**config.mk**
```make
export PLATFORM = sky130hd
export DESIGN_NAME = uopExpander
export DESIGN_NICKNAME = d
export VERILOG_FILES = /design/src/design/uopPkg.sv /design/src/design/regListWalker.sv /design/src/design/uopBuilder.sv /design/src/design/uopDecode.sv /design/src/design/uopExpander.sv /design/src/design/uopSequencer.sv
export SDC_FILE = /design/constraint.sdc
export NUM_CORES = 1
export LEC_CHECK = 0
export CORE_ASPECT_RATIO = 0.75
export CORE_UTILIZATION = 45
export CTS_BUF_LIST = sky130_fd_sc_hd__clkbuf_8
export DETAILED_ROUTE_END_ITERATION = 8
export DONT_BUFFER_PORTS = 1
export PLACE_DENSITY_LB_ADDON = 0.12
export SYNTH_ARGS = -nofsm -noshare
export SYNTH_HDL_FRONTEND = slang
export SYNTH_SLANG_ARGS = --single-unit
```
**constraint.sdc**
```tcl
create_clock -name clk -period 9.95 [get_ports clk]
set_input_delay 1.99 -clock clk [delete_from_list [all_inputs] [get_ports clk]]
set_output_delay 1.99 -clock clk [all_outputs]
set_load 0.05 [all_outputs]
```
**src/design/uopPkg.sv**
```systemverilog
`default_nettype none

package uopPkg;

	typedef logic [31:0] instrWord; // Instruction or micro-op word
	typedef logic [3:0]  regIdx;    // Register number
	typedef logic [15:0] regList;   // LDM/STM register bitmap
	typedef logic [4:0]  regCount;  // Set bits in a list, 0..16
	typedef logic [3:0]  rzSelect;  // {RA1 mux, WA3, RA2, RA1} routing to Rz

	// Expansion class of the fetched word
	typedef enum logic [2:0] {
		clsPass,
		clsRsr,
		clsMla,
		clsBl,
		clsLdm,
		clsStm
	} uopClass;

	// Sequencer position inside an expansion
	typedef enum logic [2:0] {
		stReady,
		stRsr,     // Second half of reg-shifted-reg op
		stMla,     // Accumulate add
		stBl,      // Plain branch after link setup
		stLdm,     // Remaining single loads
		stStm,     // Remaining single stores
		stWriteback
	} seqState;

	// Register codes
	localparam regIdx cRzReg   = 4'd15; // Code 15 is Rz when routed by regFileRz
	localparam regIdx cPcReg   = 4'd15;
	localparam regIdx cLinkReg = 4'd14;

	localparam int cWordBytes = 4; // Word transfer stride

	// Scratch register routing
	localparam rzSelect cRzNone     = 4'b0000;
	localparam rzSelect cRzMovFirst = 4'b1100; // Write port to Rz, RA1 mux steered
	localparam rzSelect cRzReadA    = 4'b0001; // Read port 1 from Rz
	localparam rzSelect cRzReadB    = 4'b0010; // Read port 2 from Rz

endpackage

`default_nettype wire

```
**src/design/regListWalker.sv**
```systemverilog
`timescale 1ns/1ps
`default_nettype none

module regListWalker (
	input  logic             clk,
	input  logic             reset,
	input  logic             stall,
	input  uopPkg::instrWord instr,
	input  logic             listLoad,
	output uopPkg::regIdx    curReg,
	output uopPkg::regCount  listCount,
	output logic             lastReg
);
	import uopPkg::*;

	regList remaining; // Registers still to transfer
	regList workList;  // List seen this cycle
	regList nextList;

	// First cycle takes the list straight from the instruction
	assign workList = listLoad ? instr[15:0] : remaining;

	// Lowest set bit wins, scan from the top down
	always_comb begin
		curReg = '0;
		for (int i = 15; i >= 0; i--) begin
			if (workList[i]) begin
				curReg = regIdx'(i);
			end
		end
	end

	assign listCount = regCount'($countones(workList));
	assign lastReg   = (listCount == regCount'(1)); // One register left

	// Drop the register issued this cycle
	always_comb begin
		nextList         = workList;
		nextList[curReg] = 1'b0;
	end

	always_ff @(posedge clk) begin
		if (reset) begin
			remaining <= '0;
		end else if (!stall) begin
			remaining <= nextList;
		end
	end

endmodule

`default_nettype wire

```
**src/design/uopBuilder.sv**
```systemverilog
`timescale 1ns/1ps
`default_nettype none

module uopBuilder (
	input  uopPkg::instrWord instr,
	input  uopPkg::seqState  state,
	input  uopPkg::uopClass  cls,
	input  uopPkg::regIdx    curReg,
	input  uopPkg::regCount  listCount,
	output uopPkg::instrWord uopInstr,
	output logic             instrMux,
	output logic             noFlagUpdate,
	output logic             lsmForward,
	output logic             keepV,
	output logic             prevRsr,
	output uopPkg::rzSelect  regFileRz
);
	import uopPkg::*;

	logic [11:0] lsmBytes; // N words in bytes
	logic [11:0] startImm; // First transfer offset from Rn
	logic        startAdd; // U bit of first transfer
	regCount     fullCount;
	logic [7:0]  wbBytes;  // Base adjustment for writeback

	assign lsmBytes  = 12'(listCount) * 12'(cWordBytes);
	assign fullCount = regCount'($countones(instr[15:0]));
	assign wbBytes   = 8'(fullCount) * 8'(cWordBytes); // At most 64, fits imm8 unrotated

	// Addressing mode from P and U bits
	always_comb begin
		case (instr[24:23])
			2'b00: begin // DA, lowest address is Rn - (N-1)*4
				startImm = lsmBytes - 12'(cWordBytes);
				startAdd = 1'b0;
			end
			2'b01: begin // IA
				startImm = '0;
				startAdd = 1'b1;
			end
			2'b10: begin // DB
				startImm = lsmBytes;
				startAdd = 1'b0;
			end
			default: begin // IB
				startImm = 12'(cWordBytes);
				startAdd = 1'b1;
			end
		endcase
	end

	always_comb begin
		uopInstr     = instr; // Pass-through unless overridden
		noFlagUpdate = 1'b0;
		lsmForward   = 1'b0;
		keepV        = 1'b0;
		prevRsr      = 1'b0;
		regFileRz    = cRzNone;
		case (state)
			stReady: begin
				case (cls)
					clsRsr: begin // MOV Rz, Rm <shift> Rs
						uopInstr     = {instr[31:25], 4'b1101, 1'b0, 4'b0000, cRzReg, instr[11:0]};
						noFlagUpdate = 1'b1;
						regFileRz    = cRzMovFirst;
					end
					clsMla: begin // MUL Rz, Rm, Rs with A and S cleared
						uopInstr  = {instr[31:24], 1'b0, instr[22], 1'b0, 1'b0,
							cRzReg, 4'b0000, instr[11:0]};
						keepV     = 1'b1;
						regFileRz = cRzMovFirst;
					end
					clsBl: begin // SUB lr, pc, #4
						uopInstr = {instr[31:28], 3'b001, 4'b0010, 1'b0, cPcReg, cLinkReg,
							12'(cWordBytes)};
					end
					clsLdm, clsStm: begin // First single transfer off Rn, pre-indexed
						uopInstr     = {instr[31:28], 3'b010, 1'b1, startAdd, 1'b0, 1'b0, instr[20],
							instr[19:16], curReg, startImm};
						noFlagUpdate = 1'b1;
					end
					default: ;
				endcase
			end
			stRsr: begin // Original op reading Rz unshifted
				uopInstr  = {instr[31:12], 8'b0, cRzReg};
				prevRsr   = 1'b1;
				regFileRz = cRzReadB;
			end
			stMla: begin // ADD Rd, Rz, Rn with original S
				uopInstr  = {instr[31:28], 3'b000, 4'b0100, instr[20], cRzReg, instr[19:16],
					8'b0, instr[15:12]};
				regFileRz = cRzReadA;
			end
			stBl: begin
				uopInstr = {instr[31:25], 1'b0, instr[23:0]}; // Link bit off
			end
			stLdm, stStm: begin // Next word above forwarded address in Rz
				uopInstr     = {instr[31:28], 3'b010, 1'b1, 1'b1, 1'b0, 1'b0, instr[20],
					cRzReg, curReg, 12'(cWordBytes)};
				noFlagUpdate = 1'b1;
				lsmForward   = 1'b1;
				regFileRz    = cRzReadA;
			end
			stWriteback: begin // ADD or SUB Rn, Rn, #N*4
				uopInstr     = {instr[31:28], 3'b001, 1'b0, instr[23], ~instr[23], 1'b0, 1'b0,
					instr[19:16], instr[19:16], 4'b0000, wbBytes};
				noFlagUpdate = 1'b1;
			end
			default: ;
		endcase
	end

	// Any expansion step replaces the fetched word
	assign instrMux = !((state == stReady) && (cls == clsPass));

endmodule

`default_nettype wire

```
**src/design/uopDecode.sv**
```systemverilog
`timescale 1ns/1ps
`default_nettype none

module uopDecode (
	input  uopPkg::instrWord instr,
	output uopPkg::uopClass  cls
);
	import uopPkg::*;

	logic isRsr;
	logic isBxFamily;
	logic isMla;
	logic isBl;
	logic isLsm;

	// BX and BLX share the reg-shift bit pattern, keep them out
	assign isBxFamily = (instr[27:6] == {8'b0001_0010, 12'hfff, 2'b00});

	// Data processing, register shift amount
	assign isRsr = (instr[27:25] == 3'b000) && !instr[7] && instr[4] && !isBxFamily;

	// Accumulate bit set, multiply signature in 7:4
	assign isMla = (instr[27:21] == 7'h01) && (instr[7:4] == 4'b1001);

	assign isBl = (instr[27:24] == 4'b1011); // Link bit set

	// Block transfer with at least one register
	assign isLsm = (instr[27:25] == 3'b100) && (instr[15:0] != '0);

	always_comb begin
		if (isRsr) begin
			cls = clsRsr;
		end else if (isMla) begin
			cls = clsMla;
		end else if (isBl) begin
			cls = clsBl;
		end else if (isLsm) begin
			cls = instr[20] ? clsLdm : clsStm; // L bit picks load
		end else begin
			cls = clsPass;
		end
	end

endmodule

`default_nettype wire

```
**src/design/uopExpander.sv**
```systemverilog
`timescale 1ns/1ps
`default_nettype none

module uopExpander (
	input  logic             clk,
	input  logic             reset,
	input  uopPkg::instrWord instr,
	input  logic             stall,
	output uopPkg::instrWord uopInstr,
	output logic             instrMux,
	output logic             noFlagUpdate,
	output logic             uopStall,
	output logic             lsmForward,
	output logic             keepV,
	output logic             prevRsr,
	output uopPkg::rzSelect  regFileRz
);
	import uopPkg::*;

	uopClass cls;
	seqState state;
	logic    listLoad;
	regIdx   curReg;
	regCount listCount;
	logic    lastReg;

	uopDecode decode0 (
		.instr (instr),
		.cls   (cls)
	);

	regListWalker walker0 (
		.clk       (clk),
		.reset     (reset),
		.stall     (stall),
		.instr     (instr),
		.listLoad  (listLoad),
		.curReg    (curReg),
		.listCount (listCount),
		.lastReg   (lastReg)
	);

	uopSequencer sequencer0 (
		.clk      (clk),
		.reset    (reset),
		.stall    (stall),
		.instr    (instr),
		.cls      (cls),
		.lastReg  (lastReg),
		.state    (state),
		.listLoad (listLoad),
		.uopStall (uopStall)
	);

	uopBuilder builder0 (
		.instr        (instr),
		.state        (state),
		.cls          (cls),
		.curReg       (curReg),
		.listCount    (listCount),
		.uopInstr     (uopInstr),
		.instrMux     (instrMux),
		.noFlagUpdate (noFlagUpdate),
		.lsmForward   (lsmForward),
		.keepV        (keepV),
		.prevRsr      (prevRsr),
		.regFileRz    (regFileRz)
	);

endmodule

`default_nettype wire

```
**src/design/uopSequencer.sv**
```systemverilog
`timescale 1ns/1ps
`default_nettype none

module uopSequencer (
	input  logic             clk,
	input  logic             reset,
	input  logic             stall,
	input  uopPkg::instrWord instr,
	input  uopPkg::uopClass  cls,
	input  logic             lastReg,
	output uopPkg::seqState  state,
	output logic             listLoad,
	output logic             uopStall
);
	import uopPkg::*;

	seqState nextState;
	logic    writeBack;
	seqState lsmEnd; // Where a block transfer goes after its last register

	assign writeBack = instr[21]; // W bit
	assign lsmEnd    = writeBack ? stWriteback : stReady;

	always_comb begin
		nextState = stReady;
		case (state)
			stReady: begin
				case (cls)
					clsRsr:  nextState = stRsr;
					clsMla:  nextState = stMla;
					clsBl:   nextState = stBl;
					clsLdm:  nextState = lastReg ? lsmEnd : stLdm; // Single register skips loop
					clsStm:  nextState = lastReg ? lsmEnd : stStm;
					default: nextState = stReady;
				endcase
			end
			stLdm: nextState = lastReg ? lsmEnd : stLdm;
			stStm: nextState = lastReg ? lsmEnd : stStm;
			default: nextState = stReady; // Two-step ops and writeback finish here
		endcase
	end

	always_ff @(posedge clk) begin
		if (reset) begin
			state <= stReady;
		end else if (!stall) begin
			state <= nextState; // Stall holds the sequence in place
		end
	end

	assign listLoad = (state == stReady);
	assign uopStall = (nextState != stReady); // Fetch holds until the last micro-op

endmodule

`default_nettype wire

```
==> run metrics, run 1 <==
Pwr Density 321 nW/um^2; Synth Register Bits 19; worst hold path class flop to flop; maximum vdd drop 0.000312 V; Max Slew Vio Count 0; count leader, synth inv_1; hold buffers post-CTS 0; Root Driver clkbuf_8; DRT iter0 DRCs 309; crit path setup slack, layout 0.961 ns; CP max stage delay 0.60 ns; clk_lat worst skew 0.27 ns; Post-synth ARST share 0%; via count 3604; I/O Buffers 0; final setup violating endpoints 0; Syn. warnings 0; Synth Flop Type dfxtp_1; EDFF count, synth 0; Reg2Reg Setup Slack 4.06 ns; clock buffer depth 2; first-pass GRT wire length 18.9 mm; num ports 77; worst rel slew slack 23.6%; die area 8580 sq um; pre-CTS WS 0.995 ns; DR vias/cell 6.25; Netlist cell types 69; critical path endpoint category primary output; dominant cell type by area after synthesis ha_1; gr ovfl total 0; Synth top cells by count 67 x inv_1, 47 x nor2_1, 42 x a21oi_1; clk_skew 0.00404 ns; Die W 107 um; synthesized cell area 3690 sq um; Core Footprint 7920 sq um; Post-CTS Setup Inserts 0; Final Hold Viols 0; WS Path Type primary input to primary output; GRT Total Usage 28.9%; Arr. time, crit path 7.00 ns; Worst path slowest cell or3_1; initial antenna violation count 0; Final ANT Viol Nets 0; top-area cell type share of the netlist area 12.9%; CTS sink cnt 19; Leak 1.76 nW; TritonCTS Buffers 3; Buf/Inv on CP 5; ordered cell list for the critical path inv_1 -> nor2_1 -> a21oi_1 -> inv_1 -> ha_1 -> fa_1 -> inv_1 -> fa_1 -> inv_1 -> fa_1 -> inv_1 -> fa_1 -> ha_1 -> fa_1 -> xor2_1 -> nor2_1 -> nand3_1 -> o211ai_1 -> a21oi_1 -> or3_1; floorplan row count 28; Vert. Die Dim 80.4 um; fmax 111 MHz; htree depth 1; crit share post-route 90.3%; status finished clean; Avg Cell Area, Syn 7.54 sq um; final wirelength 12.0 mm; RSZ-0062 raised after global routing false; Critical Path RT 7.96 ns; Setup TNS Final 0 ns; syn_nets 585; share of layout cells above drive strength 1 7.84%; DP HPWL 9.48 mm; Top delay family on crit path adder cells; vias in the first global route 3382; Period minus WS final 8.99 ns; GP Congestion 0.953; drt wl/cell 20.9 um; Initial Utilization 46.6%; CTS tree built; Least-Margin Pin Slew 1.15 ns; Critical Path Source Type primary input; cells taking the most area after synthesis ha_1 13%, fa_1 12%, dfxtp_1 10%; post-CTS sizing 0; crit-path max FO 5; 1st-pass router iterations 4; DRC 0; nets 568; Seq/Total Area, Yosys 10.3%; max cap viols 0; Area Overhead vs Synth 2.37%; Clock Pin Slew Worst Setup and Hold Paths 0.08 ns; pin count of the biggest net entering global routing 40; # diodes 0; post-synthesis instance total 490
[stage by stage]
stage                     hold slack, ns  cells  util (%)  instance area [sq um]  power (mW)
after floorplan                    0.440    490         -                   3690       0.949
after global placement             0.440    573      47.2                   3730        1.13
after detailed placement           0.453    573      47.2                   3730        1.14
after CTS                          0.464    577      47.7                   3780        1.21
after global routing               0.482    577      47.7                   3780        1.35
final                              0.456    577      47.7                   3780        1.21
[final cells by class]
cell class | count | area [sq um]
timing repair buffer | 8 | 63.8
fill | 824 | 4140
inverter | 67 | 251
tap | 105 | 131
sequential | 19 | 380
multi-input combinational | 374 | 2910
clock buffer | 3 | 41.3
clock inverter | 1 | 5.00
[sequential cells by signal, indices dropped and copies added, names as in the netlist]
name and cells:
walker0.remaining 16, sequencer0.state 3
[worst register-to-register path: stages (launching register included)]
cell and delay [ns]:
dfxtp_1 0.30, buf_4 0.22, nor3_4 0.61, mux2i_1 0.58, inv_1 0.09, ha_1 0.22, fa_1 0.56, inv_1 0.06
fa_1 0.47, fa_1 0.54, inv_1 0.05, fa_1 0.47, ha_1 0.24, fa_1 0.42, xor2_1 0.19, nor2_1 0.12
nand3_1 0.13, o211ai_1 0.26, a211o_1 0.18, a21oi_1 0.06
[where the power goes]
part | switching [mW] | internal (mW) | leakage (nW) | total [mW]
registers | 0.00882 | 0.0846 | 0.156 | 0.0935
clock network | 0.0310 | 0.0280 | 0.0255 | 0.0590
logic | 0.654 | 0.406 | 1.58 | 1.06
[routing by layer]
layer / GRT usage, % / vias up / share of wire, %
li1: - / 1666 / -
met1: 42.7 / 1744 / 48
met2: 42.1 / 176 / 41
met3: 7.47 / 18 / 10
met4: 4.93 / 0 / 1.2
met5: 0 / - / 0
[layout by cell type, fill, tap and decap left out, drive strengths merged, types with 5 or more instances in the layout]
master  count
buf         8
xnor2       6
o211ai      6
nand2      41
mux2i      13
mux2        8
nand3b      7
nor3       14
inv        67
dfxtp      19
nor4        5
ha         38
or3         5
a22oi       6
a21oi      42
fa         22
o21ai      20
nand3      13
a21o        7
or2         6
nor2       47
[final timing paths]
check                            start                    to  cells after the start
setup / recovery             instr[15]              uopStall                     20
hold / removal    walker0.remaining[1]  walker0.remaining[1]                      2
setup reg to reg   sequencer0.state[0]   sequencer0.state[0]                     19
hold reg to reg   walker0.remaining[1]  walker0.remaining[1]                      2
[cells by family after synthesis]
family / Yosys count / share of synthesized area (%)
AND/OR/NAND/NOR: 157 / 21.4
buffers and inverters: 97 / 11.3
AO/OA/AOI/OAI: 128 / 24.1
flip-flops: 19 / 10.3
multiplexers: 21 / 6.27
adder cells (fa/ha/maj): 60 / 24.8
XOR/XNOR: 8 / 1.90
Note: power is estimated with default switching activity, not from simulation.
==> run 2, diff against run 1 <==
SYNTH_HIERARCHICAL = 1   (was default)
clock period = 11.6 ns   (was 9.95 ns; I/O delays follow)
==> run 2 against run 1 <==
Effect of this change: cell count shrank 6.4%; critical path depth shrank 6; non-clock buffer count grew 2; critical endpoint is now uopInstr[4]; clock-buffer cell count is the same; synthesized area shrank 8.0%; design area shrank 7.6%; flip-flop and latch count is the same; critical path type unchanged; hold slack gained 0.025 ns; largest power group unchanged.
==> run metrics, run 2 <==
status finished clean (unchanged); DRC 0 (unchanged); DR vias/cell 6.18 (was 6.25); EDFF count, synth 0 (unchanged); Final ANT Viol Nets 0 (unchanged); commonest non-fill, non-tap cells in the layout 50 x inv_1, 43 x nand2_1, 35 x a21oi_1 (was 67 x inv_1, 47 x nor2_1, 42 x a21oi_1); post-synthesis instance total 452 (was 490); Pwr Density 203 nW/um^2 (was 321 nW/um^2); Syn. warnings 6 (was 0); commonest non-fill, non-tap cell in the layout inv_1 (unchanged); Max Slew Vio Count 0 (unchanged); Post-CTS Setup Inserts 0 (unchanged); Die W 102 um (was 107 um); DRT iter0 DRCs 310 (was 309); largest registers walker0/remaining (16), sequencer0/state (3) (was walker0.remaining (16), sequencer0.state (3)); placed insts 536 (was 573); Vert. Die Dim 77.2 um (was 80.4 um); Post-Route Utilization 47.6% (was 47.7%); Seq/Total Area, Yosys 11.2% (was 10.3%); GRT Total Usage 27.8% (was 28.9%); DP HPWL 8.30 mm (was 9.48 mm); I/O Buffers 0 (unchanged); fmax 108 MHz; syn_nets 521 (was 585); floorplan row count 27 (was 28); Netlist cell types 72 (was 69); DP Area 3450 sq um (was 3730 sq um); share of layout cells above drive strength 1 10.0% (was 7.84%); Post-synth ARST share 0% (unchanged); cells taking the most area after synthesis dfxtp_1 11%, fa_1 11%, ha_1 5.5% (was ha_1 13%, fa_1 12%, dfxtp_1 10%); Biggest register walker0/remaining (was walker0.remaining); worst rel slew slack 26.6% (was 23.6%); TritonCTS Buffers 3 (unchanged); Hold Worst Slack 0.481 ns (was 0.456 ns); Avg Cell Area, Syn 7.51 sq um (was 7.54 sq um); 1st-pass router iterations 5 (was 4); vias in the first global route 3066 (was 3382); count leader, synth inv_1 (unchanged); dominant cell type by area after synthesis dfxtp_1 (was ha_1); Critical Path RT 9.28 ns (was 7.96 ns); Clock Pin Slew Worst Setup and Hold Paths 0.08 ns (about the same); nets 509 (was 568); Critical Path Source Type primary input (unchanged); GP Congestion 0.825 (was 0.953); pin count of the biggest net entering global routing 39 (was 40); htree depth 1 (unchanged); Leak 1.51 nW (was 1.76 nW); crit-path max FO 6 (was 5); final setup violating endpoints 0 (unchanged); Synth top cells by count 50 x inv_1, 43 x nand2_1, 35 x a21oi_1 (was 67 x inv_1, 47 x nor2_1, 42 x a21oi_1); WS Path Type primary input to primary output (unchanged); clk_lat worst skew 0.27 ns (about the same); Area Overhead vs Synth 2.84% (was 2.37%); die area 7900 sq um (was 8580 sq um); critical path endpoint category primary output (unchanged); crit path setup slack, layout 2.33 ns (was 0.961 ns); CTS tree built (unchanged); pre-CTS WS 2.37 ns (was 0.995 ns); post-CTS sizing 0 (unchanged); maximum vdd drop 0.000205 V (was 0.000312 V); max cap viols 0 (unchanged); final wirelength 10.5 mm (was 12.0 mm); # diodes 0 (unchanged); max FFs per register 16 (unchanged); initial antenna violation count 0 (unchanged); CTS sink cnt 19 (unchanged); # fillers 766 (was 824); gr ovfl total 0 (unchanged); Least-Margin Pin Slew 1.10 ns (was 1.15 ns); Final Power 0.710 mW (was 1.21 mW); Root Driver clkbuf_8 (unchanged); first-pass GRT wire length 16.9 mm (was 18.9 mm); Final Hold Viols 0 (unchanged); via count 3338 (was 3604); Period minus WS final 9.27 ns; crit share post-route 79.9%; worst hold path class flop to flop (unchanged); Initial Utilization 46.3% (was 46.6%); Design Area, Final 3490 sq um (was 3780 sq um); Setup TNS Final 0 ns (unchanged); num ports 77 (unchanged); Core Footprint 7330 sq um (was 7920 sq um); synthesized cell area 3400 sq um (was 3690 sq um); RSZ-0062 raised after global routing false (unchanged); Synth Register Bits 19 (unchanged); clock buffer depth 2 (unchanged); top-area cell type share of the netlist area 11.2% (was 12.9%); hold buffers post-CTS 0 (unchanged); Layout Cells excl Fill 540 (was 577); Arr. time, crit path 6.95 ns (was 7.00 ns); drt wl/cell 19.5 um (was 20.9 um); clk_skew 0.00945 ns (was 0.00404 ns); Synth Flop Type dfxtp_1 (unchanged)
## run 2: logic make-up after synthesis
group / after synthesis / synth area share [%]
multiplexers: 16 / 5.34
flip-flops: 19 / 11.2
AO/OA/AOI/OAI: 129 / 26.1
AND/OR/NAND/NOR: 168 / 28.1
XOR/XNOR: 7 / 1.81
buffers and inverters: 79 / 10.8
adder cells (fa/ha/maj): 34 / 16.7
## run 2: layout make-up
class	count	area, sq um	area share [%]
inverter	52	195	5.59
clock buffer	3	41.3	1.18
clock inverter	1	5.00	0.143
timing repair buffer	10	78.8	2.26
sequential	19	380	10.9
tap	101	126	3.62
multi-input combinational	354	2670	76.3
## run 2: worst max-delay path, stage by stage
cell and delay (ns):
inv_1 0.04, fa_1 0.56, fa_1 0.43, fa_1 0.49, inv_1 0.04, ha_1 0.28
fa_1 0.49, inv_1 0.05, fa_1 0.46, fa_1 0.43, fa_1 0.42, nor2b_1 0.15
nor3_1 0.26, a221o_1 0.52
## run 2: worst paths after layout
| path | start | to | slack (ns) | depth (start not counted) |
|---|---|---|---|---|
| worst max-delay path | instr[8] | uopInstr[4] | 2.33 | 14 |
| worst min-delay path | walker0/remaining[1] | walker0/remaining[1] | 0.48 | 2 |
| worst min register to register | walker0/remaining[1] | walker0/remaining[1] | 0.48 | 2 |
| worst max register to register | sequencer0/state[2] | sequencer0/state[1] | 5.95 | 17 |
## run 2: routing by layer
layer  GRT usage [%]  up-vias  wire [um]
met2            37.9      149       4250
li1                -     1599          -
met4            4.71        0        144
met5               0        -          0
met1            43.5     1575       5050
met3            6.84       15       1100
## run 2: power by group
group          leakage, nW  switching [mW]  internal [mW]
clock               0.0255          0.0258         0.0240
combinational         1.33           0.369          0.215
sequential           0.156         0.00505         0.0713
total                 1.51           0.399          0.311
